===== src/logic/calc_num_pkg.sv =====
`default_nettype none

package calc_num_pkg;

    //////////////////////////////////////////////////////////////////////
    // decimal entry format
    //////////////////////////////////////////////////////////////////////

    // one BCD digit of the operand display
    typedef logic [3:0] digit_t;

    // largest value a single digit may hold
    localparam digit_t DIGIT_MAX = 4'd9;

    // edit position: 0 ones, 1 tens, 2 hundreds, 3 sign
    typedef logic [1:0] cursor_t;

    localparam cursor_t CURSOR_SIGN = 2'd3;

    //////////////////////////////////////////////////////////////////////
    // binary values
    //////////////////////////////////////////////////////////////////////

    // stored operand, -999 .. 999
    typedef logic signed [10:0] operand_t;

    // arithmetic result, wide enough for -1998 .. 1998
    typedef logic signed [11:0] result_t;

endpackage

`default_nettype wire


===== src/logic/calc_ctrl_pkg.sv =====
`default_nettype none

package calc_ctrl_pkg;

    // operations offered by the arithmetic unit
    typedef enum logic [1:0] {
        op_add,
        op_sub,
        op_min,
        op_max
    } calc_op_e;

    // arithmetic sequencer
    typedef enum logic [1:0] {
        st_idle,
        st_read_a,
        st_read_b,
        st_calc
    } arith_state_e;

    // operand memory address
    typedef logic slot_t;

    localparam slot_t SLOT_A = 1'b0;
    localparam slot_t SLOT_B = 1'b1;

    // memory requesters, one bit each in request and grant vectors
    typedef logic [1:0] req_vec_t;

    localparam int REQ_WR = 0;
    localparam int REQ_RD = 1;

endpackage

`default_nettype wire


===== src/logic/button_debouncer.sv =====
`default_nettype none

module button_debouncer #(
    parameter int TICK_DIVISOR = 1_000_000
) (
    input  wire logic clk,
    input  wire logic reset,
    input  wire logic btn_center,
    input  wire logic btn_up,
    input  wire logic btn_down,
    input  wire logic btn_left,
    input  wire logic btn_right,
    output logic      press_center,
    output logic      press_up,
    output logic      press_down,
    output logic      press_left,
    output logic      press_right
);

    localparam int CNT_W = (TICK_DIVISOR > 1) ? $clog2(TICK_DIVISOR) : 1;

    logic [CNT_W-1:0] tick_cnt;
    logic             tick;
    logic             tick_q;
    logic [4:0]       btn_vec;
    logic [4:0]       samp_new;
    logic [4:0]       samp_old;
    logic [4:0]       press_q;

    // sampling tick, one clk wide
    assign tick = (tick_cnt == CNT_W'(TICK_DIVISOR - 1));

    assign btn_vec = {btn_center, btn_up, btn_down, btn_left, btn_right};

    always_ff @(posedge clk or posedge reset) begin
        if (reset) begin
            tick_cnt <= '0;
            tick_q   <= 1'b0;
            samp_new <= '0;
            samp_old <= '0;
            press_q  <= '0;
        end else begin
            tick_cnt <= tick ? '0 : tick_cnt + 1'b1;
            tick_q   <= tick;
            if (tick) begin
                samp_new <= btn_vec;
                samp_old <= samp_new;
            end
            // rising edge between two samples, pulse once
            press_q <= tick_q ? (samp_new & ~samp_old) : '0;
        end
    end

    assign press_center = press_q[4];
    assign press_up     = press_q[3];
    assign press_down   = press_q[2];
    assign press_left   = press_q[1];
    assign press_right  = press_q[0];

endmodule

`default_nettype wire


===== src/logic/operand_entry.sv =====
`default_nettype none

module operand_entry import calc_num_pkg::*, calc_ctrl_pkg::*; (
    input  wire logic     clk,
    input  wire logic     reset,
    input  wire logic     press_center,
    input  wire logic     press_up,
    input  wire logic     press_down,
    input  wire logic     press_left,
    input  wire logic     press_right,
    input  wire logic     wr_gnt,
    output digit_t        ones,
    output digit_t        tens,
    output digit_t        hundreds,
    output logic          sign,
    output cursor_t       cursor,
    output slot_t         slot,
    output logic          busy,
    output logic          wr_req,
    output slot_t         wr_slot,
    output operand_t      wr_data
);

    // binary copy of the three digits, 0 .. 999
    logic [9:0] magnitude;
    digit_t     cur_digit;
    logic [9:0] place;
    logic       at_sign;
    logic       step_up;
    logic       step_dn;
    logic       digit_we;
    digit_t     new_digit;
    logic [9:0] new_mag;
    operand_t   signed_value;

    //////////////////////////////////////////////////////////////////////
    // digit under the cursor
    //////////////////////////////////////////////////////////////////////

    always_comb begin
        case (cursor)
            2'd0: begin
                cur_digit = ones;
                place     = 10'd1;
            end
            2'd1: begin
                cur_digit = tens;
                place     = 10'd10;
            end
            2'd2: begin
                cur_digit = hundreds;
                place     = 10'd100;
            end
            default: begin
                cur_digit = '0;
                place     = '0;
            end
        endcase
    end

    assign at_sign = (cursor == CURSOR_SIGN);

    // saturate at 9 and at 0
    assign step_up  = press_up && !at_sign && (cur_digit < DIGIT_MAX);
    assign step_dn  = press_down && !at_sign && (cur_digit != '0);
    assign digit_we = step_up || step_dn;

    assign new_digit = step_up ? cur_digit + 4'd1 : cur_digit - 4'd1;
    assign new_mag   = step_up ? magnitude + place : magnitude - place;

    assign signed_value = sign ? -operand_t'(magnitude) : operand_t'(magnitude);

    //////////////////////////////////////////////////////////////////////
    // editing and commit
    //////////////////////////////////////////////////////////////////////

    always_ff @(posedge clk or posedge reset) begin
        if (reset) begin
            ones      <= '0;
            tens      <= '0;
            hundreds  <= '0;
            magnitude <= '0;
            sign      <= 1'b0;
            cursor    <= '0;
            slot      <= SLOT_A;
            busy      <= 1'b0;
            wr_req    <= 1'b0;
        end else if (busy) begin
            // wait for the write to be taken, then move to the other slot
            if (wr_gnt) begin
                busy   <= 1'b0;
                wr_req <= 1'b0;
                slot   <= ~slot;
            end
        end else if (press_center) begin
            busy   <= 1'b1;
            wr_req <= 1'b1;
        end else if (press_left) begin
            cursor <= cursor + 2'd1;
        end else if (press_right) begin
            cursor <= cursor - 2'd1;
        end else if ((press_up || press_down) && at_sign) begin
            sign <= ~sign;
        end else if (digit_we) begin
            magnitude <= new_mag;
            case (cursor)
                2'd0: ones <= new_digit;
                2'd1: tens <= new_digit;
                default: hundreds <= new_digit;
            endcase
        end
    end

    // write payload, held stable while busy
    always_ff @(posedge clk) begin
        if (!busy && press_center) begin
            wr_slot <= slot;
            wr_data <= signed_value;
        end
    end

endmodule

`default_nettype wire


===== src/logic/operand_store_arbiter.sv =====
`default_nettype none

module operand_store_arbiter import calc_num_pkg::*, calc_ctrl_pkg::*; (
    input  wire logic     wr_req,
    input  wire slot_t    wr_slot,
    input  wire operand_t wr_data,
    input  wire logic     rd_req,
    input  wire slot_t    rd_slot,
    output logic          wr_gnt,
    output logic          rd_gnt,
    output logic          mem_we,
    output slot_t         mem_addr,
    output operand_t      mem_wdata,
    output logic          mem_re
);

    req_vec_t req;
    req_vec_t gnt;

    //////////////////////////////////////////////////////////////////////
    // fixed priority, writer first
    //////////////////////////////////////////////////////////////////////

    always_comb begin
        req         = '0;
        req[REQ_WR] = wr_req;
        req[REQ_RD] = rd_req;

        gnt         = '0;
        gnt[REQ_WR] = req[REQ_WR];
        gnt[REQ_RD] = req[REQ_RD] && !req[REQ_WR];
    end

    assign wr_gnt = gnt[REQ_WR];
    assign rd_gnt = gnt[REQ_RD];

    // memory port follows the winner
    assign mem_we    = gnt[REQ_WR];
    assign mem_re    = gnt[REQ_RD];
    assign mem_addr  = gnt[REQ_WR] ? wr_slot : rd_slot;
    assign mem_wdata = wr_data;

endmodule

`default_nettype wire


===== src/logic/operand_memory.sv =====
`default_nettype none

module operand_memory import calc_num_pkg::*, calc_ctrl_pkg::*; (
    input  wire logic     clk,
    input  wire logic     reset,
    input  wire logic     mem_we,
    input  wire logic     mem_re,
    input  wire slot_t    mem_addr,
    input  wire operand_t mem_wdata,
    output operand_t      rd_data
);

    // slot A at 0, slot B at 1
    operand_t mem [0:1];

    always_ff @(posedge clk or posedge reset) begin
        if (reset) begin
            for (int i = 0; i < 2; i++) begin
                mem[i] <= '0;
            end
            rd_data <= '0;
        end else begin
            if (mem_we) begin
                mem[mem_addr] <= mem_wdata;
            end
            // read data shows up the cycle after the grant
            if (mem_re) begin
                rd_data <= mem[mem_addr];
            end
        end
    end

endmodule

`default_nettype wire


===== src/logic/arith_unit.sv =====
`default_nettype none

module arith_unit import calc_num_pkg::*, calc_ctrl_pkg::*; (
    input  wire logic     clk,
    input  wire logic     reset,
    input  wire logic     go,
    input  wire calc_op_e op,
    input  wire logic     rd_gnt,
    input  wire operand_t rd_data,
    output logic          rd_req,
    output slot_t         rd_slot,
    output result_t       result,
    output logic          result_valid
);

    arith_state_e state;
    calc_op_e     op_q;
    operand_t     a_q;
    // rd_data holds the word granted last cycle
    logic         rd_gnt_q;
    result_t      a_ext;
    result_t      b_ext;
    result_t      calc_value;

    assign rd_req  = (state == st_read_a) || (state == st_read_b);
    assign rd_slot = (state == st_read_b) ? SLOT_B : SLOT_A;

    //////////////////////////////////////////////////////////////////////
    // sequencer
    //////////////////////////////////////////////////////////////////////

    always_ff @(posedge clk or posedge reset) begin
        if (reset) begin
            state        <= st_idle;
            rd_gnt_q     <= 1'b0;
            result_valid <= 1'b0;
        end else begin
            rd_gnt_q     <= rd_gnt;
            result_valid <= 1'b0;
            case (state)
                st_idle:   if (go) state <= st_read_a;
                st_read_a: if (rd_gnt) state <= st_read_b;
                st_read_b: if (rd_gnt) state <= st_calc;
                // B was granted on the way in, so its word is on rd_data
                st_calc: begin
                    result_valid <= 1'b1;
                    state        <= st_idle;
                end
                default:   state <= st_idle;
            endcase
        end
    end

    always_ff @(posedge clk) begin
        if (state == st_idle && go) begin
            op_q <= op;
        end
        // first cycle of st_read_b carries slot A
        if (state == st_read_b && rd_gnt_q) begin
            a_q <= rd_data;
        end
        if (state == st_calc) begin
            result <= calc_value;
        end
    end

    //////////////////////////////////////////////////////////////////////
    // datapath, B comes straight from the memory
    //////////////////////////////////////////////////////////////////////

    assign a_ext = a_q;
    assign b_ext = rd_data;

    always_comb begin
        case (op_q)
            op_add:  calc_value = a_ext + b_ext;
            op_sub:  calc_value = a_ext - b_ext;
            op_min:  calc_value = (a_ext < b_ext) ? a_ext : b_ext;
            op_max:  calc_value = (a_ext > b_ext) ? a_ext : b_ext;
            default: calc_value = '0;
        endcase
    end

endmodule

`default_nettype wire


===== src/logic/calc_input_top.sv =====
`default_nettype none

module calc_input_top import calc_num_pkg::*, calc_ctrl_pkg::*; #(
    parameter int TICK_DIVISOR = 1_000_000
) (
    input  wire logic     clk,
    input  wire logic     reset,
    input  wire logic     btn_center,
    input  wire logic     btn_up,
    input  wire logic     btn_down,
    input  wire logic     btn_left,
    input  wire logic     btn_right,
    input  wire logic     go,
    input  wire calc_op_e op,
    output digit_t        ones,
    output digit_t        tens,
    output digit_t        hundreds,
    output logic          sign,
    output cursor_t       cursor,
    output slot_t         slot,
    output logic          busy,
    output result_t       result,
    output logic          result_valid
);

    logic     press_center;
    logic     press_up;
    logic     press_down;
    logic     press_left;
    logic     press_right;

    // writer and reader sides of the shared memory
    logic     wr_req;
    logic     wr_gnt;
    slot_t    wr_slot;
    operand_t wr_data;
    logic     rd_req;
    logic     rd_gnt;
    slot_t    rd_slot;
    operand_t rd_data;

    logic     mem_we;
    logic     mem_re;
    slot_t    mem_addr;
    operand_t mem_wdata;

    button_debouncer #(
        .TICK_DIVISOR (TICK_DIVISOR)
    ) u_button_debouncer (
        .clk          (clk),
        .reset        (reset),
        .btn_center   (btn_center),
        .btn_up       (btn_up),
        .btn_down     (btn_down),
        .btn_left     (btn_left),
        .btn_right    (btn_right),
        .press_center (press_center),
        .press_up     (press_up),
        .press_down   (press_down),
        .press_left   (press_left),
        .press_right  (press_right)
    );

    operand_entry u_operand_entry (
        .clk          (clk),
        .reset        (reset),
        .press_center (press_center),
        .press_up     (press_up),
        .press_down   (press_down),
        .press_left   (press_left),
        .press_right  (press_right),
        .wr_gnt       (wr_gnt),
        .ones         (ones),
        .tens         (tens),
        .hundreds     (hundreds),
        .sign         (sign),
        .cursor       (cursor),
        .slot         (slot),
        .busy         (busy),
        .wr_req       (wr_req),
        .wr_slot      (wr_slot),
        .wr_data      (wr_data)
    );

    operand_store_arbiter u_operand_store_arbiter (
        .wr_req    (wr_req),
        .wr_slot   (wr_slot),
        .wr_data   (wr_data),
        .rd_req    (rd_req),
        .rd_slot   (rd_slot),
        .wr_gnt    (wr_gnt),
        .rd_gnt    (rd_gnt),
        .mem_we    (mem_we),
        .mem_addr  (mem_addr),
        .mem_wdata (mem_wdata),
        .mem_re    (mem_re)
    );

    operand_memory u_operand_memory (
        .clk       (clk),
        .reset     (reset),
        .mem_we    (mem_we),
        .mem_re    (mem_re),
        .mem_addr  (mem_addr),
        .mem_wdata (mem_wdata),
        .rd_data   (rd_data)
    );

    arith_unit u_arith_unit (
        .clk          (clk),
        .reset        (reset),
        .go           (go),
        .op           (op),
        .rd_gnt       (rd_gnt),
        .rd_data      (rd_data),
        .rd_req       (rd_req),
        .rd_slot      (rd_slot),
        .result       (result),
        .result_valid (result_valid)
    );

endmodule

`default_nettype wire


===== config.mk =====
export PLATFORM = sky130hd
export DESIGN_NAME = calc_input_top
export DESIGN_NICKNAME = d
export VERILOG_FILES = /design/src/logic/calc_num_pkg.sv /design/src/logic/calc_ctrl_pkg.sv /design/src/logic/button_debouncer.sv /design/src/logic/operand_entry.sv /design/src/logic/operand_store_arbiter.sv /design/src/logic/operand_memory.sv /design/src/logic/arith_unit.sv /design/src/logic/calc_input_top.sv
export SDC_FILE = /design/constraint.sdc
export NUM_CORES = 1
export LEC_CHECK = 0
export BUFFER_PORTS_ARGS = -buffer_cell sky130_fd_sc_hd__buf_2
export CORE_MARGIN = 3
export CORE_UTILIZATION = 51
export CTS_CLUSTER_DIAMETER = 60
export CTS_CLUSTER_SIZE = 10
export DETAILED_ROUTE_END_ITERATION = 10
export PLACE_DENSITY = 0.71
export SETUP_SLACK_MARGIN = 0.05
export SLEW_MARGIN = 10
export SYNTH_ARGS = -nofsm -noshare
export SYNTH_HDL_FRONTEND = slang
export SYNTH_SLANG_ARGS = --single-unit

===== constraint.sdc =====
create_clock -name clk -period 3.3 [get_ports clk]
set_input_delay 0.66 -clock clk [delete_from_list [all_inputs] [get_ports clk]]
set_output_delay 0.66 -clock clk [all_outputs]
set_load 0.005 [all_outputs]

==> flow_metrics.py <==
metrics = {
    "route": {
        "postRouteAntennaNets": 0,
        "met2_length_um": 8854,
        "top_layer": "met4",
        "vias": 5520,
        "wl_um": 16400,
        "viasPerCell": 5.685,
        "dr.pass1.iters": 5,
        "wl_met3_um": 580,
        "first_iter_violations": 434,
        "post_drt_wl_per_cell_um": 16.88,
        "route.detailed.drc": 0,
        "met1_length_um": 6693,
    },
    "setup_path": {
        "crit_type": "reg -> reg",
        "start_kind": "flip-flop",
        "worstPathCellList": "inv_4, ha_4, a222oi_1, nand3_4, nand2_4, buf_6, a21oi_4, xor2_1, ha_1, nand3_1, o211ai_1, o211ai_1, o21ai_1, xnor2_1, nor2_1, xor2_1",
        "max_stage_delay_ps": 560,
        "cp.required_ps": 3600,
        "cp_max_fo": 5,
        "endpoint_kind": "flip-flop",
        "crit_slowest_cell": "a222oi_1",
        "crit_family": "compound AO/OA/AOI/OAI gates",
        "worst-path-buf-inv": 2,
        "cp.arrival_ps": 3770,
    },
    "sta": {
        "fin_crit_sh_pct": 105.1,
        "setup_viol": 3,
        "skew_ps": 6.316,
        "maxSlewHeadroom_pct": 24.45,
        "final_max_slew_viol_count": 0,
        "rsz0062_at_grt": "yes",
        "fmax_mhz": 288.4,
        "fin_crit_ps": 3467,
        "setup_slack_ps": -167.3,
        "hold_viol": 0,
        "worst_pin_slew_ps": 1131,
        "hold_ws_ps": 368.1,
    },
    "cells_and_area": {
        "fin_cells": 971,
        "nNetsFinal": 839,
        "syn_to_final_growth_pct": 17.41,
        "fillers": 1120,
        "layout_common_cells": "99 x dfrtp_1, 61 x nand2_1, 50 x o21ai_0, 49 x nor2_1, 48 x inv_1",
        "num_antenna_cells": 0,
        "finalCoreUtilization_pct": 62.56,
        "design_area_um2": 8852,
        "mostFrequentLayoutCell": "dfrtp_1",
        "drive_gt1_share_pct": 22.12,
    },
    "hold_path": {
        "hp-class": "in -> async",
    },
    "grt": {
        "grt_max_degree": 51,
        "grt_first_pass_wirelength_um": 26350,
        "grt_pass1_vias": 5538,
        "antenna_found_initial": 0,
        "grt_overflow": 0,
        "grt_util_all_layers_pct": 20.16,
    },
    "place": {
        "post_dp_cell_area_um2": 8024,
        "dpl_worst_slack_ps": -147.6,
        "gp_congestion": 0.9101,
        "dp_cells": 920,
        "hpwl_um": 11380,
        "portBuffers": 39,
    },
    "run_status": {
        "outcome": "finished, violations left",
        "violations": "setup timing",
    },
    "floorplanning": {
        "die_y_um": 127.6,
        "die_w_um": 127.6,
        "core_area_um2": 14150,
        "start_util_pct": 53.28,
        "die_area_um2": 16280,
        "num_rows": 43,
        "ioPinCount": 40,
    },
    "clocking": {
        "clk-insertion-delay-late_ps": 420,
        "clk_pin_slew_worst_paths_ps": 60,
        "cts.sinks": 138,
        "clockRootBuffer": "clkbuf_16",
        "cts.path.max_buffers": 2,
        "htree_levels": 4,
        "cts_hold_buffers": 0,
        "numCtsBuffers": 17,
        "cts_tree": "done",
    },
    "job": {
        "drv_cap": 0,
    },
    "synthesis": {
        "yosysSeqAreaShare_pct": 48.26,
        "synthCells": 710,
        "synth_warnings": 0,
        "synth_area_per_cell_um2": 10.62,
        "syn_nets": 771,
        "netlist_area_um2": 7540,
        "yosysUniqueCellTypes": 61,
        "synth_edf_count": 37,
        "synth_async_sr_flop_share_pct": 73.19,
        "synth_ff_type": "dfrtp_1",
        "ys_ff_latch": 138,
    },
    "power_and_ir_drop": {
        "p_leak_nw": 4.079,
        "powerDensity_nw_per_um2": 570.1,
        "ir_worst_vdd_uv": 379.3,
    },
}
## registers in the layout, summed over array words and instances (netlist names), 5 cells and up
name and cells:
u_arith_unit.result 12, u_button_debouncer.samp_old 5, u_operand_entry.wr_data 11, u_operand_memory.rd_data 11, u_arith_unit.a_q 11, u_operand_entry.magnitude 10, u_button_debouncer.press_q 5, u_operand_memory.mem 22
u_button_debouncer.samp_new 5, u_button_debouncer.tick_cnt 20
## metrics by stage
stage               total power, mW  TNS, ps
CTS                           5.087   -10.34
floorplan                     2.865   -27.35
finish                        5.047   -193.6
global placement              3.185        0
detailed placement            3.210   -169.7
global route                  5.300   -687.5
## metal layers
layer  GRT usage, %  vias up
met5              0        -
met4          6.991        0
met3          4.097       28
met2          36.45      137
met1          23.83     2715
li1               -     2640
## where the power goes
part           total [mW]  internal [mW]  switching [mW]
registers            2.02           1.94          0.0755
logic                1.15          0.452           0.700
clock network        1.87           1.07           0.805
## worst paths after layout
path / cells after the start / from / slack, ps / endpoint
max: 16 / u_operand_entry.cursor[1] / -170 / u_operand_entry.magnitude[9]
min: 2 / reset / 370 / u_arith_unit.state[0]
max reg2reg: 16 / u_operand_entry.cursor[1] / -170 / u_operand_entry.magnitude[9]
min reg2reg: 1 / u_button_debouncer.samp_old[3] / 430 / u_button_debouncer.press_q[3]
max in group asynchronous: 3 / reset / 2230 / u_operand_entry.cursor[0]
min in group clk: 1 / op[1] / 420 / u_arith_unit.op_q[1]
## layout make-up
cell class	instances	area, µm²	area share [%]
Inverter	51	200.2	2.261
Timing Repair Buffer	72	459.2	5.187
Clock buffer	17	425.4	4.806
Multi-Input combinational cell	498	3739	42.23
Clock inverter	15	162.7	1.837
Tap cell	180	225.2	2.544
Sequential cell	138	3641	41.13
## Yosys cell counts (all sizes together) (4+ instances only)
| cell type | instances | area share [%] |
|---|---|---|
| a21oi | 26 | 1.7 |
| a221oi | 4 | 0.46 |
| a31oi | 8 | 0.66 |
| and3 | 4 | 0.33 |
| and3b | 4 | 0.46 |
| buf | 4 | 0.25 |
| clkbuf | 19 | 0.95 |
| dfrtp | 101 | 34 |
| edfxtp | 37 | 15 |
| fa | 4 | 1.1 |
| ha | 47 | 7.8 |
| inv | 51 | 2.5 |
| mux2 | 42 | 6.3 |
| mux2i | 26 | 3.5 |
| nand2 | 63 | 3.2 |
| nand2b | 7 | 0.58 |
| nand3 | 21 | 1.5 |
| nor2 | 50 | 2.5 |
| nor2b | 8 | 0.66 |
| nor3 | 12 | 0.80 |
| o211ai | 5 | 0.50 |
| o21ai | 53 | 3.5 |
| o221ai | 6 | 0.78 |
| o31ai | 5 | 0.50 |
| or2 | 4 | 0.33 |
| or3 | 6 | 0.50 |
| xnor2 | 33 | 3.8 |
| xor2 | 17 | 2.0 |
## worst reg2reg max path, stage by stage (launching register included)
cell and delay, ps:
dfrtp_2 430, inv_4 80, ha_4 180, a222oi_1 560, nand3_4 160, nand2_4 120, buf_6 130, a21oi_4 70
xor2_1 180, ha_1 390, nand3_1 100, o211ai_1 240, o211ai_1 160, o21ai_1 180, xnor2_1 140, nor2_1 80
xor2_1 160
## repair_timing
| item | in CTS | in global routing |
|---|---|---|
| setup buffers | 10 | 13 |
| resized for setup | 5 | 15 |
| endpoints found under the setup margin | 3 | 5 |
| pin swaps | 7 | 21 |
## logic make-up after synthesis
| logic type | count (synthesis) | synth area share (%) |
|---|---|---|
| fa+ha+maj | 51 | 8.862 |
| mux | 68 | 9.774 |
| flops | 138 | 48.26 |
| buf+inv | 74 | 3.734 |
| xor+xnor | 50 | 5.808 |
| simple gates | 194 | 12.26 |
| compound gates | 135 | 11.30 |
Note: power is estimated with default switching activity, not from simulation.
